==> src/logic/spi_link_pkg.sv <==
package spi_link_pkg;

    localparam int num_slaves          = 2;
    localparam bit sclk_cpol           = 1'b0;
    localparam int extra_write_toggles = 6;
    localparam int extra_read_toggles  = 4;
    localparam int read_data_toggles   = 18;
    localparam int queue_depth         = 4;

    // two toggles per frame bit.
    localparam int command_toggles     = 32;
    localparam int write_frame_toggles = command_toggles + extra_write_toggles;
    localparam int read_frame_toggles  = command_toggles + extra_read_toggles
                                         + read_data_toggles;

    typedef logic [6:0]  reg_addr_t;
    typedef logic [7:0]  reg_data_t;
    typedef logic [15:0] spi_frame_t; // address byte on top, bit 15 is the read flag.
    typedef logic [0:0]  slave_sel_t;
    typedef logic [5:0]  toggle_count_t;

    typedef enum logic [1:0] {
        idle,
        active,
        done
    } master_state_t;

endpackage

==> src/logic/spi_master.sv <==
`timescale 1ns/1ps

module spi_master
    import spi_link_pkg::*;
(
    input  logic                  clk,
    input  logic                  reset_n,
    input  logic                  frame_start,
    input  slave_sel_t            frame_slave,
    input  spi_frame_t            frame_data,
    input  logic                  frame_read,
    output logic                  frame_done,
    output reg_data_t             frame_rdata,
    output logic                  sclk,
    output logic                  mosi,
    input  logic                  miso,
    output logic [num_slaves-1:0] ss_n
);

    master_state_t state;
    toggle_count_t toggle_count;
    toggle_count_t toggle_limit;
    logic          read_q;
    spi_frame_t    tx_shift;
    reg_data_t     rx_shift;
    logic          sclk_off_idle;
    logic          frame_end;
    logic          reply_phase;

    assign sclk_off_idle = (sclk != sclk_cpol); // next toggle is the falling edge.
    assign frame_end     = (state == active) && (toggle_count == toggle_limit);

    // rising edges after the idle toggles belong to the reply.
    assign reply_phase = read_q
                         && (toggle_count > toggle_count_t'(command_toggles + extra_read_toggles));

    always_ff @(posedge clk) begin
        if (!reset_n) begin
            state        <= idle;
            toggle_count <= '0;
            sclk         <= sclk_cpol;
            ss_n         <= '1;
            mosi         <= 1'b0;
            frame_done   <= 1'b0;
        end else begin
            frame_done <= 1'b0;
            case (state)
                idle: begin
                    if (frame_start) begin
                        ss_n[frame_slave] <= 1'b0;
                        mosi              <= frame_data[8]; // address lsb is set up first.
                        toggle_count      <= '0;
                        state             <= active;
                    end
                end
                active: begin
                    if (frame_end) begin
                        ss_n       <= '1;
                        sclk       <= sclk_cpol;
                        mosi       <= 1'b0;
                        frame_done <= 1'b1;
                        state      <= done;
                    end else begin
                        sclk         <= ~sclk;
                        toggle_count <= toggle_count + 1'b1;
                        if (sclk_off_idle) begin
                            mosi <= tx_shift[1]; // zeros follow once the frame is out.
                        end
                    end
                end
                default: begin
                    state <= idle;
                end
            endcase
        end
    end

    always_ff @(posedge clk) begin
        if ((state == idle) && frame_start) begin
            tx_shift     <= {frame_data[7:0], frame_data[15:8]};
            rx_shift     <= '0;
            read_q       <= frame_read;
            toggle_limit <= frame_read ? toggle_count_t'(read_frame_toggles)
                                       : toggle_count_t'(write_frame_toggles);
        end else if ((state == active) && !frame_end && sclk_off_idle) begin
            tx_shift <= tx_shift >> 1;
            if (reply_phase) begin
                rx_shift <= {miso, rx_shift[7:1]}; // the last eight samples stay.
            end
        end
    end

    always_ff @(posedge clk) begin
        if (frame_end) begin
            frame_rdata <= rx_shift;
        end
    end

    a_one_select: assert property (
        @(posedge clk) disable iff (!reset_n)
        $onehot0(~ss_n)
    );

    // the sequencer alone keeps frames from overlapping.
    a_start_when_idle: assert property (
        @(posedge clk) disable iff (!reset_n)
        frame_start |-> (state == idle)
    );

endmodule

==> src/logic/reg_access_sequencer.sv <==
`timescale 1ns/1ps

module reg_access_sequencer
    import spi_link_pkg::*;
(
    input  logic       clk,
    input  logic       reset_n,
    input  logic       req_valid,
    input  slave_sel_t req_slave,
    input  reg_addr_t  req_addr,
    input  logic       req_write,
    input  reg_data_t  req_wdata,
    output logic       frame_start,
    output slave_sel_t frame_slave,
    output spi_frame_t frame_data,
    output logic       frame_read,
    input  logic       frame_done,
    input  reg_data_t  frame_rdata,
    output logic       rsp_valid,
    output slave_sel_t rsp_slave,
    output reg_addr_t  rsp_addr,
    output reg_data_t  rsp_rdata,
    output logic       overflow
);

    typedef logic [$clog2(queue_depth)-1:0] queue_ptr_t;

    slave_sel_t q_slave [queue_depth];
    reg_addr_t  q_addr  [queue_depth];
    logic       q_write [queue_depth];
    reg_data_t  q_wdata [queue_depth];

    queue_ptr_t                   wr_ptr;
    queue_ptr_t                   rd_ptr;
    logic [$clog2(queue_depth):0] count;
    logic                         in_flight;
    slave_sel_t                   inf_slave;
    reg_addr_t                    inf_addr;
    logic                         inf_write;
    logic                         full;
    logic                         push;
    logic                         pop;

    function automatic queue_ptr_t ptr_next(input queue_ptr_t ptr);
        return (ptr == queue_ptr_t'(queue_depth - 1)) ? '0 : ptr + 1'b1;
    endfunction

    assign full = (count == queue_depth);
    assign push = req_valid && !full;
    assign pop  = !in_flight && (count != 0); // one frame at a time.

    assign frame_start = pop;
    assign frame_slave = q_slave[rd_ptr];
    assign frame_read  = !q_write[rd_ptr];
    assign frame_data  = {frame_read, q_addr[rd_ptr], q_wdata[rd_ptr]};

    always_ff @(posedge clk) begin
        if (!reset_n) begin
            wr_ptr    <= '0;
            rd_ptr    <= '0;
            count     <= '0;
            in_flight <= 1'b0;
            rsp_valid <= 1'b0;
            overflow  <= 1'b0;
        end else begin
            if (push) begin
                wr_ptr <= ptr_next(wr_ptr);
            end
            if (pop) begin
                rd_ptr <= ptr_next(rd_ptr);
            end
            case ({push, pop})
                2'b10:   count <= count + 1'b1;
                2'b01:   count <= count - 1'b1;
                default: count <= count;
            endcase
            if (req_valid && full) begin
                overflow <= 1'b1; // the request itself is lost.
            end
            if (pop) begin
                in_flight <= 1'b1;
            end else if (frame_done) begin
                in_flight <= 1'b0;
            end
            rsp_valid <= frame_done;
        end
    end

    always_ff @(posedge clk) begin
        if (push) begin
            q_slave[wr_ptr] <= req_slave;
            q_addr[wr_ptr]  <= req_addr;
            q_write[wr_ptr] <= req_write;
            q_wdata[wr_ptr] <= req_wdata;
        end
        if (pop) begin
            inf_slave <= frame_slave;
            inf_addr  <= q_addr[rd_ptr];
            inf_write <= q_write[rd_ptr];
        end
        if (frame_done) begin
            rsp_slave <= inf_slave;
            rsp_addr  <= inf_addr;
            rsp_rdata <= inf_write ? reg_data_t'(0) : frame_rdata;
        end
    end

    a_done_in_flight: assert property (
        @(posedge clk) disable iff (!reset_n)
        frame_done |-> in_flight
    );

    a_count_bound: assert property (
        @(posedge clk) disable iff (!reset_n)
        count <= queue_depth
    );

endmodule

==> src/logic/spi_sensor_link.sv <==
`timescale 1ns/1ps

module spi_sensor_link
    import spi_link_pkg::*;
(
    input  logic                  clk,
    input  logic                  reset_n,
    input  logic                  req_valid,
    input  slave_sel_t            req_slave,
    input  reg_addr_t             req_addr,
    input  logic                  req_write,
    input  reg_data_t             req_wdata,
    output logic                  rsp_valid,
    output slave_sel_t            rsp_slave,
    output reg_addr_t             rsp_addr,
    output reg_data_t             rsp_rdata,
    output logic                  overflow,
    output logic                  sclk,
    output logic                  mosi,
    input  logic                  miso,
    output logic [num_slaves-1:0] ss_n
);

    logic       frame_start;
    slave_sel_t frame_slave;
    spi_frame_t frame_data;
    logic       frame_read;
    logic       frame_done;
    reg_data_t  frame_rdata;

    reg_access_sequencer reg_access_sequencer_inst (
        .clk         (clk),
        .reset_n     (reset_n),
        .req_valid   (req_valid),
        .req_slave   (req_slave),
        .req_addr    (req_addr),
        .req_write   (req_write),
        .req_wdata   (req_wdata),
        .frame_start (frame_start),
        .frame_slave (frame_slave),
        .frame_data  (frame_data),
        .frame_read  (frame_read),
        .frame_done  (frame_done),
        .frame_rdata (frame_rdata),
        .rsp_valid   (rsp_valid),
        .rsp_slave   (rsp_slave),
        .rsp_addr    (rsp_addr),
        .rsp_rdata   (rsp_rdata),
        .overflow    (overflow)
    );

    spi_master spi_master_inst (
        .clk         (clk),
        .reset_n     (reset_n),
        .frame_start (frame_start),
        .frame_slave (frame_slave),
        .frame_data  (frame_data),
        .frame_read  (frame_read),
        .frame_done  (frame_done),
        .frame_rdata (frame_rdata),
        .sclk        (sclk),
        .mosi        (mosi),
        .miso        (miso),
        .ss_n        (ss_n)
    );

endmodule

==> config.mk <==
export PLATFORM = sky130hd
export DESIGN_NAME = spi_sensor_link
export DESIGN_NICKNAME = d
export VERILOG_FILES = /design/src/logic/spi_link_pkg.sv /design/src/logic/spi_master.sv /design/src/logic/reg_access_sequencer.sv /design/src/logic/spi_sensor_link.sv
export SDC_FILE = /design/constraint.sdc
export NUM_CORES = 1
export LEC_CHECK = 0
export BUFFER_PORTS_ARGS = -buffer_cell sky130_fd_sc_hd__buf_2
export CELL_PAD_IN_SITES_DETAIL_PLACEMENT = 1
export CELL_PAD_IN_SITES_GLOBAL_PLACEMENT = 1
export CORE_MARGIN = 2
export CORE_UTILIZATION = 40
export DETAILED_ROUTE_END_ITERATION = 8
export GPL_ROUTABILITY_DRIVEN = 0
export GPL_TIMING_DRIVEN = 0
export PLACE_DENSITY_LB_ADDON = 0.1
export SLEW_MARGIN = 20
export SYNTH_ARGS = -nofsm -noshare
export SYNTH_HDL_FRONTEND = slang
export SYNTH_HIERARCHICAL = 1
export SYNTH_SLANG_ARGS = --single-unit
==> constraint.sdc <==
create_clock -name clk -period 2.96 [get_ports clk]
set_input_delay 0 -clock clk [delete_from_list [all_inputs] [get_ports clk]]
set_output_delay 0 -clock clk [all_outputs]
set_load 0.05 [all_outputs]
==> qor.txt, run 1 <==
FINAL LAYOUT
--------------------------------------------------------------------------------
Fraction of layout instances using a drive strength above 1                0.242
Area growth, synth to finish                                               22.5%
Fill cells                                                                  1336
Utilization of the core after routing                                      0.500
Total inserted antenna cells                                                   0
Nets                                                                         468
Area of all placed cells without fillers                               6940 um^2
Final cell count without fillers                                             630

POWER AND IR DROP
--------------------------------------------------------------------------------
Total power of the final layout                                        0.00680 W
Areal power density over the cells                                   980 nW/um^2
Part of the total power dissipated in combinational logic                  0.238
Static Leakage                                                           2.60 nW
Peak supply drop                                                      0.000394 V
Power share of the sequential group                                        0.435
Cell-internal power                                                    0.00481 W
Sw Pwr                                                                 0.00199 W
Clock share of power                                                       0.327
Switching portion of total power                                           0.293

SETUP PATH
--------------------------------------------------------------------------------
Setup crit start kind                                                   register
Cells along the critical path                                       nor3_1, nor2_2, nand2_1, clkbuf_1, buf_1, o21ai_2, buf_6
Standard cell with the maximum stage delay on the critical path           nor2_2
Data arrival, critical path                                              2.77 ns
Slowest stage delay, CP                                                  0.57 ns
Setup CP Type                                                       register to register
Critical path capture point type                                        register
Required @ worst endpoint                                                3.08 ns
Maximum fanout along the worst path                                           14

STA
--------------------------------------------------------------------------------
Final worst clock skew                                                0.00718 ns
Hold Fails Final Rpt                                                           0
Max-slew violation count                                                       0
Maximum clock frequency                                                  377 MHz
Min Tclk post-route                                                      2.65 ns
Setup repair after global routing missed its margin                        false
Headroom to the max-slew limit                                             0.466
Final worst path period share                                              0.895
Worst hold slack                                                        0.334 ns
Final setup violating endpoints                                                0
Transition time of the tightest slew-check pin                          0.800 ns

GRT
--------------------------------------------------------------------------------
Remaining global-route overflow                                                0
Number of antenna violations at the first check in global routing              0
Wire length of the first global-routing pass                            17300 um
Pin count of the biggest net entering global routing                          19
Via count of the first global-routing pass                                  3324
Global Route Usage Sum                                                     0.160

ROUTING
--------------------------------------------------------------------------------
Mean routed wirelength per cell                                          17.1 um
Via density                                                                 4.86
Number of nets with antenna violations after detailed routing                  0
Number of vias in the routed layout                                         3060
Initial DRT Pass Iterations                                                    4
Final WL                                                                10800 um
DRC Markers                                                                    0
Violation count after the first detailed-route iteration                     127

DIE
--------------------------------------------------------------------------------
Number of rows in the core area                                               43
Floorplan die height                                                      123 um
Die outline width                                                         123 um
Core area                                                             13900 um^2
Number of top-level design ports                                              43
Die footprint                                                         15100 um^2
Initial cell density of the core                                           0.408

PLACEMENT
--------------------------------------------------------------------------------
Placed Instance Area                                                   6120 um^2
Placed insts                                                                 577
Port Buf Inserts                                                              42
Final HPWL from detailed placement                                       6880 um

YOSYS
--------------------------------------------------------------------------------
Most common flop cell mapped by yosys                                   edfxtp_1
Ranking of synthesized cells by area                                edfxtp_1, dfxtp_1, mux4_2, nand2_1, mux2i_1
Synthesized area                                                       5660 um^2
Sequential cell area fraction in the yosys report                          0.737
Number of warnings issued by yosys                                             6
Synthesized Nets                                                             385
Cell variety after synth                                                      45
Number of synthesized flops with an enable pin                               117
Number of flip-flops and latches in the synthesized netlist                  150
Share of the synthesized area in the top cell type                         0.620
Fraction of registers with async set/reset                                     0
Commonest cells in the synthesized netlist                          edfxtp_1, nand2_1, dfxtp_1
Gate count after technology mapping                                          354
Cell type with the largest total area after synthesis                   edfxtp_1
Top-count cell post-synth                                               edfxtp_1
Mapped Avg Cell Area                                                   16.0 um^2

CLOCKING
--------------------------------------------------------------------------------
TritonCTS clock tree                                                        done
Post-CTS setup-driven buffer insertion count                                   0
CTS Root Buffer Type                                                   clkbuf_16
Maximum count of clock buffers along a single path                             2
Clock latency reported for the late side of the worst-skew pair          0.42 ns
Clock transition at the registers of the reported paths                  0.06 ns
Number of sinks handled by clock tree synthesis                              150
Total clock buffers created by CTS                                            17
CTS H-tree depth                                                               4
Number of cells upsized or downsized after cts                                 0

OUTCOME
--------------------------------------------------------------------------------
Status                                                                 completed

JOB
--------------------------------------------------------------------------------
Max capacitance violation total                                                0

MIN PATH
--------------------------------------------------------------------------------
Tightest Hold Check Type                                            input port to register

==> cells by family (layout without fill, tap and decap cells) <==
kind of cell | count (synthesis) | count (layout) | synth area share
mux | 31 | 31 | 0.0926
flops | 150 | 150 | 0.737
xor+xnor | 6 | 6 | 0.0106
compound gates | 18 | 18 | 0.0217
simple gates | 115 | 115 | 0.0941
buf+inv | 24 | 120 | 0.0205
fa+ha+maj | 10 | 10 | 0.0234
==> final cells by class <==
| class | instances | area (um^2) | area share |
|---|---|---|---|
| plain buffers | 12 | 71.3 | 0.0103 |
| clock buffers | 18 | 429 | 0.0619 |
| clock inverters | 14 | 181 | 0.0262 |
| inverters | 12 | 45.0 | 0.00649 |
| multi-input cells | 180 | 1380 | 0.199 |
| flip-flops and latches | 150 | 4170 | 0.602 |
| well taps | 180 | 225 | 0.0325 |
| repair buffers | 64 | 432 | 0.0622 |
==> routing by layer <==
| metal | up-vias | global-route usage | wire length [um] |
|---|---|---|---|
| met5 | - | 0 | 0 |
| met4 | 0 | 0.0661 | 200 |
| met3 | 17 | 0.0498 | 352 |
| met2 | 54 | 0.275 | 5610 |
| met1 | 1530 | 0.185 | 4640 |
| li1 | 1459 | - | - |
==> worst max-delay path: cells and delay by family, from the launching register on <==
| kind | cells | cell delay (ns) |
|---|---|---|
| AO/OA/AOI/OAI | 1 | 0.17 |
| buffers and inverters | 3 | 0.83 |
| flip-flops | 1 | 0.45 |
| AND/OR/NAND/NOR | 3 | 0.88 |
==> stage by stage <==
stage	setup WS (ns)	setup TNS, ns
global placement	-0.715	-10.71
floorplan	0.273	0
detailed placement	0.251	0
finish	0.310	0
global route	0.0307	0
CTS	0.216	0
==> power groups by stage <==
stage	logic, W	clock network [W]	registers, W
5_1_grt	0.00180	0.00235	0.00301
2_1_floorplan	0.00107	0	0.00303
6_report	0.00162	0.00222	0.00296
3_3_place_gp	0.00155	0	0.00301
4_1_cts	0.00166	0.00228	0.00297
3_5_place_dp	0.00162	0	0.00301
==> state kept, by name (all words and copies together) (netlist names), 3 cells and up, named ones only <==
name	cells
reg_access_sequencer_inst/q_wdata	32
reg_access_sequencer_inst/rsp_addr	7
reg_access_sequencer_inst/rsp_rdata	8
reg_access_sequencer_inst/q_slave	4
spi_master_inst/toggle_count	6
reg_access_sequencer_inst/q_write	4
reg_access_sequencer_inst/count	3
spi_master_inst/frame_rdata	8
spi_master_inst/rx_shift	8
reg_access_sequencer_inst/inf_addr	7
reg_access_sequencer_inst/q_addr	28
spi_master_inst/tx_shift	15
==> path summary, 6_finish.rpt <==
check                                                       start                                           endpoint  slack (ns)  cells past startpoint
setup / recovery  reg_access_sequencer_inst/count[0]$_SDFFE_PN0P_              spi_master_inst/tx_shift[5]$_DFFE_PP_        0.31                      7
hold reg to reg   reg_access_sequencer_inst/inf_addr[5]$_DFFE_PP_    reg_access_sequencer_inst/rsp_addr[5]$_DFFE_PP_        0.41                      0
hold / removal                                       req_wdata[7]  reg_access_sequencer_inst/q_wdata[3][7]$_DFFE_PP_        0.33                      2
setup reg to reg  reg_access_sequencer_inst/count[0]$_SDFFE_PN0P_              spi_master_inst/tx_shift[5]$_DFFE_PP_        0.31                      7
==> layout by cell type (no fill, tap or decap), types with 5 or more instances in the layout <==
master / n
buf_2: 44
clkbuf_1: 5
clkbuf_16: 17
dfxtp_1: 33
dlygate4sd3_1: 21
edfxtp_1: 117
ha_1: 9
inv_1: 11
mux2i_1: 13
mux4_2: 17
nand2_1: 64
nor2_1: 13
nor2b_1: 12
==> what timing repair did <==
action / 4_1_cts / 5_1_grt
endpoints found under the setup margin: 0 / 0
hold endpoints to repair: 78 / 0
hold buffers: 21 / 0
(Power assumes the default switching activity.)
==> inputs of run 2 (changes only) <==
--- a/config.mk
+++ b/config.mk
@@ -10,6 +10,7 @@
 export CELL_PAD_IN_SITES_GLOBAL_PLACEMENT = 1
 export CORE_MARGIN = 2
 export CORE_UTILIZATION = 40
+export CTS_BUF_LIST = sky130_fd_sc_hd__clkbuf_2
 export DETAILED_ROUTE_END_ITERATION = 8
 export GPL_ROUTABILITY_DRIVEN = 0
 export GPL_TIMING_DRIVEN = 0
==> run 2 against run 1 <==
Global-route usage fell by 0.28 points. Sequential share of layout area rose by 1.4 points. Register-to-register slack barely moved. Critical path depth did not move. Clock skew rose by 0.014 ns. Sequential power barely moved. Sequential cell count did not move. Die area did not move. Largest power group unchanged. Highest routed layer unchanged.
==> qor.txt, run 2 (synthesis gave the netlist of run 1 again) <==
GRT
-------------------------------------------------------------------------------------
Number of antenna violations at the first check in global routing                   0   unchanged
Via count of the first global-routing pass                                       3409   +2.6%
Wire length of the first global-routing pass                                 17300 um   -0.32%
Global Route Usage Sum                                                          0.157   -0.00283
Remaining global-route overflow                                                     0   unchanged
Pin count of the biggest net entering global routing                               19   unchanged

MIN PATH
-------------------------------------------------------------------------------------
Tightest Hold Check Type                                                 input port to register
Worst hold start                                                                 miso
Hold Crit Endpoint                                                       spi_master_inst/rx_shift[7]$_SDFFE_PP0P_
Number of cells on the worst hold path                                              4   +2

FINAL LAYOUT
-------------------------------------------------------------------------------------
Total area of sequential cells                                              4170 um^2   unchanged
Area of the multi-input gates                                               1380 um^2   unchanged
Final cell count without fillers                                                  648   +2.9%
Area growth, synth to finish                                                    19.7%
Total inserted antenna cells                                                        0   unchanged
Fill cells                                                                       1378   +3.1%
Utilization of the core after routing                                           0.488   -0.0114
Top reg by flops                                                         reg_access_sequencer_inst/q_wdata
Nets                                                                              486   +3.8%
Fraction of layout instances using a drive strength above 1                     0.235   -0.00718
Number of flip-flops under the largest register name                               32   unchanged
Most frequent standard cell in the layout excluding fill and tap cells       edfxtp_1
Largest registers                                                        reg_access_sequencer_inst/q_wdata: 32 flops, reg_access_sequencer_inst/q_addr: 28 flops, spi_master_inst/tx_shift: 15 flops
Commonest non-fill, non-tap cells in the layout                          edfxtp_1, nand2_1, buf_2

CLOCKING
-------------------------------------------------------------------------------------
Post-CTS setup-driven buffer insertion count                                        0   unchanged
TritonCTS clock tree                                                             done
Clock latency reported for the late side of the worst-skew pair               0.67 ns   +0.25 ns
Clock transition at the registers of the reported paths                       0.20 ns   +0.14 ns
Total clock buffers created by CTS                                                 17   unchanged
Maximum count of clock buffers along a single path                                  2   unchanged
CTS Root Buffer Type                                                         clkbuf_2
Number of cells upsized or downsized after cts                                      0   unchanged
CTS H-tree depth                                                                    4   unchanged
Number of sinks handled by clock tree synthesis                                   150   unchanged

DIE
-------------------------------------------------------------------------------------
Floorplan die height                                                           123 um   unchanged
Die footprint                                                              15100 um^2   unchanged
Initial cell density of the core                                                0.408   unchanged
Die outline width                                                              123 um   unchanged
Number of rows in the core area                                                    43   unchanged
Core area                                                                  13900 um^2   unchanged
Number of top-level design ports                                                   43   unchanged

ROUTING
-------------------------------------------------------------------------------------
Mean routed wirelength per cell                                               16.6 um   -3.4%
Number of nets with antenna violations after detailed routing                       0   unchanged
Via density                                                                      4.80   -1.2%
Number of vias in the routed layout                                              3111   +1.7%
DRC Markers                                                                         0   unchanged
Initial DRT Pass Iterations                                                         5   +1
Final WL                                                                     10700 um   -0.60%
Violation count after the first detailed-route iteration                          185   +46%

PLACEMENT
-------------------------------------------------------------------------------------
Placed insts                                                                      577   unchanged
Final HPWL from detailed placement                                            6880 um   unchanged
Worst Setup Slack post-DPL                                                   0.251 ns   unchanged
Port Buf Inserts                                                                   42   unchanged

SETUP PATH
-------------------------------------------------------------------------------------
Terminus of the critical flop-to-flop path                               spi_master_inst/tx_shift[8]$_DFFE_PP_
Data arrival, critical path                                                   3.06 ns   +0.29 ns
Critical R2R Launch                                                      reg_access_sequencer_inst/count[0]$_SDFFE_PN0P_
Critical path capture point type                                             register
Worst-case register-to-register setup slack                                   0.30 ns   about the same
Required @ worst endpoint                                                     3.36 ns   +0.28 ns
Standard cell with the maximum stage delay on the critical path                nor2_2
Maximum fanout along the worst path                                                14   unchanged
Setup CP Type                                                            register to register
Setup crit start kind                                                        register
CP delay by family, top                                                  simple AND/OR/NAND/NOR gates
Cells along the critical path                                            nor3_1, nor2_2, nand2_1, clkbuf_1, buf_1, o21ai_2, buf_6
Depth of the worst register-to-register path                                        7   unchanged
Slowest stage delay, CP                                                       0.57 ns   about the same
Crit path buffers/inverters                                                         3   unchanged

STA
-------------------------------------------------------------------------------------
Max-slew violation count                                                            0   unchanged
Transition time of the tightest slew-check pin                               0.797 ns   -0.00293 ns
Setup repair after global routing missed its margin                             false
Headroom to the max-slew limit                                                  0.468   +0.00196
Final setup violating endpoints                                                     0   unchanged
Min Tclk post-route                                                           2.66 ns   +0.0135 ns
Final worst path period share                                                   0.900   +0.00457
Slack of the critical path                                                   0.297 ns   -0.0135 ns
Hold Fails Final Rpt                                                                0   unchanged
Final worst clock skew                                                      0.0214 ns   +0.0142 ns
Maximum clock frequency                                                       375 MHz   -0.51%

OUTCOME
-------------------------------------------------------------------------------------
Status                                                                      completed

POWER AND IR DROP
-------------------------------------------------------------------------------------
Static Leakage                                                                2.53 nW   -2.4%
Part of the total power dissipated in combinational logic                       0.278   +0.040
Sw Pwr                                                                      0.00187 W   -6.3%
Peak supply drop                                                           0.000295 V   -25%
Switching portion of total power                                                0.320   +0.0271
Cell-internal power                                                         0.00397 W   -17%
Total power of the final layout                                             0.00584 W   -14%
Clock share of power                                                            0.216   -0.111
Power share of the sequential group                                             0.506   +0.071
Areal power density over the cells                                        861 nW/um^2   -12%

JOB
-------------------------------------------------------------------------------------
Max capacitance violation total                                                     0   unchanged

## run 2: power groups by stage
stage,sequential [W],combinational [W],clock (W)
6_report,0.00295,0.00162,0.00126
5_1_grt,0.00300,0.00182,0.00138
4_1_cts,0.00296,0.00167,0.00131
3_5_place_dp,0.00301,0.00162,0
3_3_place_gp,0.00301,0.00155,0
2_1_floorplan,0.00303,0.00107,0
## run 2: final cells by class
class,instances,share of cell area
plain buffers,12,0.0105
multi-input cells,180,0.203
clock buffers,18,0.0133
flip-flops and latches,150,0.616
well taps,180,0.0332
inverters,12,0.00665
clock inverters,14,0.0268
repair buffers,82,0.0903
## run 2: how the worst max path moves through the flow
stage	cells past startpoint	to	start
final	7	spi_master_inst/tx_shift[8]$_DFFE_PP_	reg_access_sequencer_inst/count[0]$_SDFFE_PN0P_
after global routing	7	spi_master_inst/tx_shift[8]$_DFFE_PP_	reg_access_sequencer_inst/count[0]$_SDFFE_PN0P_
after CTS	7	spi_master_inst/tx_shift[8]$_DFFE_PP_	reg_access_sequencer_inst/count[0]$_SDFFE_PN0P_
after detailed placement	7	spi_master_inst/tx_shift[15]$_SDFFCE_PN0P_	reg_access_sequencer_inst/count[0]$_SDFFE_PN0P_
after global placement	6	spi_master_inst/tx_shift[15]$_SDFFCE_PN0P_	reg_access_sequencer_inst/count[0]$_SDFFE_PN0P_
after floorplan	6	spi_master_inst/tx_shift[10]$_DFFE_PP_	reg_access_sequencer_inst/count[0]$_SDFFE_PN0P_
## run 2: per-stage QoR
stage / cell area (um^2) / hold WS (ns) / setup TNS (ns)
6_report: 6780 / 0.114 / 0
3_5_place_dp: 6120 / 0.217 / 0
5_1_grt: 6780 / 0.0160 / 0
3_3_place_gp: 6100 / 0.210 / -10.71
4_1_cts: 6780 / 0.00368 / 0
2_1_floorplan: 5660 / 0.0718 / 0
## run 2: tightest hold or removal path: stages
cell           delay [ns]
dlygate4sd3_1        0.53
buf_2                0.12
nand2_1              0.05
mux2i_1              0.06
## run 2: metal layers
layer / up-vias / track usage / routed length [um] / part of all wire
met5: - / 0 / 0 / 0
met4: 0 / 0.0682 / 155 / 0.014
met3: 13 / 0.0415 / 327 / 0.030
met2: 55 / 0.275 / 5610 / 0.52
met1: 1548 / 0.180 / 4640 / 0.43
li1: 1495 / - / - / -
## run 2: what timing repair did
action,CTS,global route
hold endpoints to repair,162,0
setup endpoints to repair,0,0
hold buffers,39,0
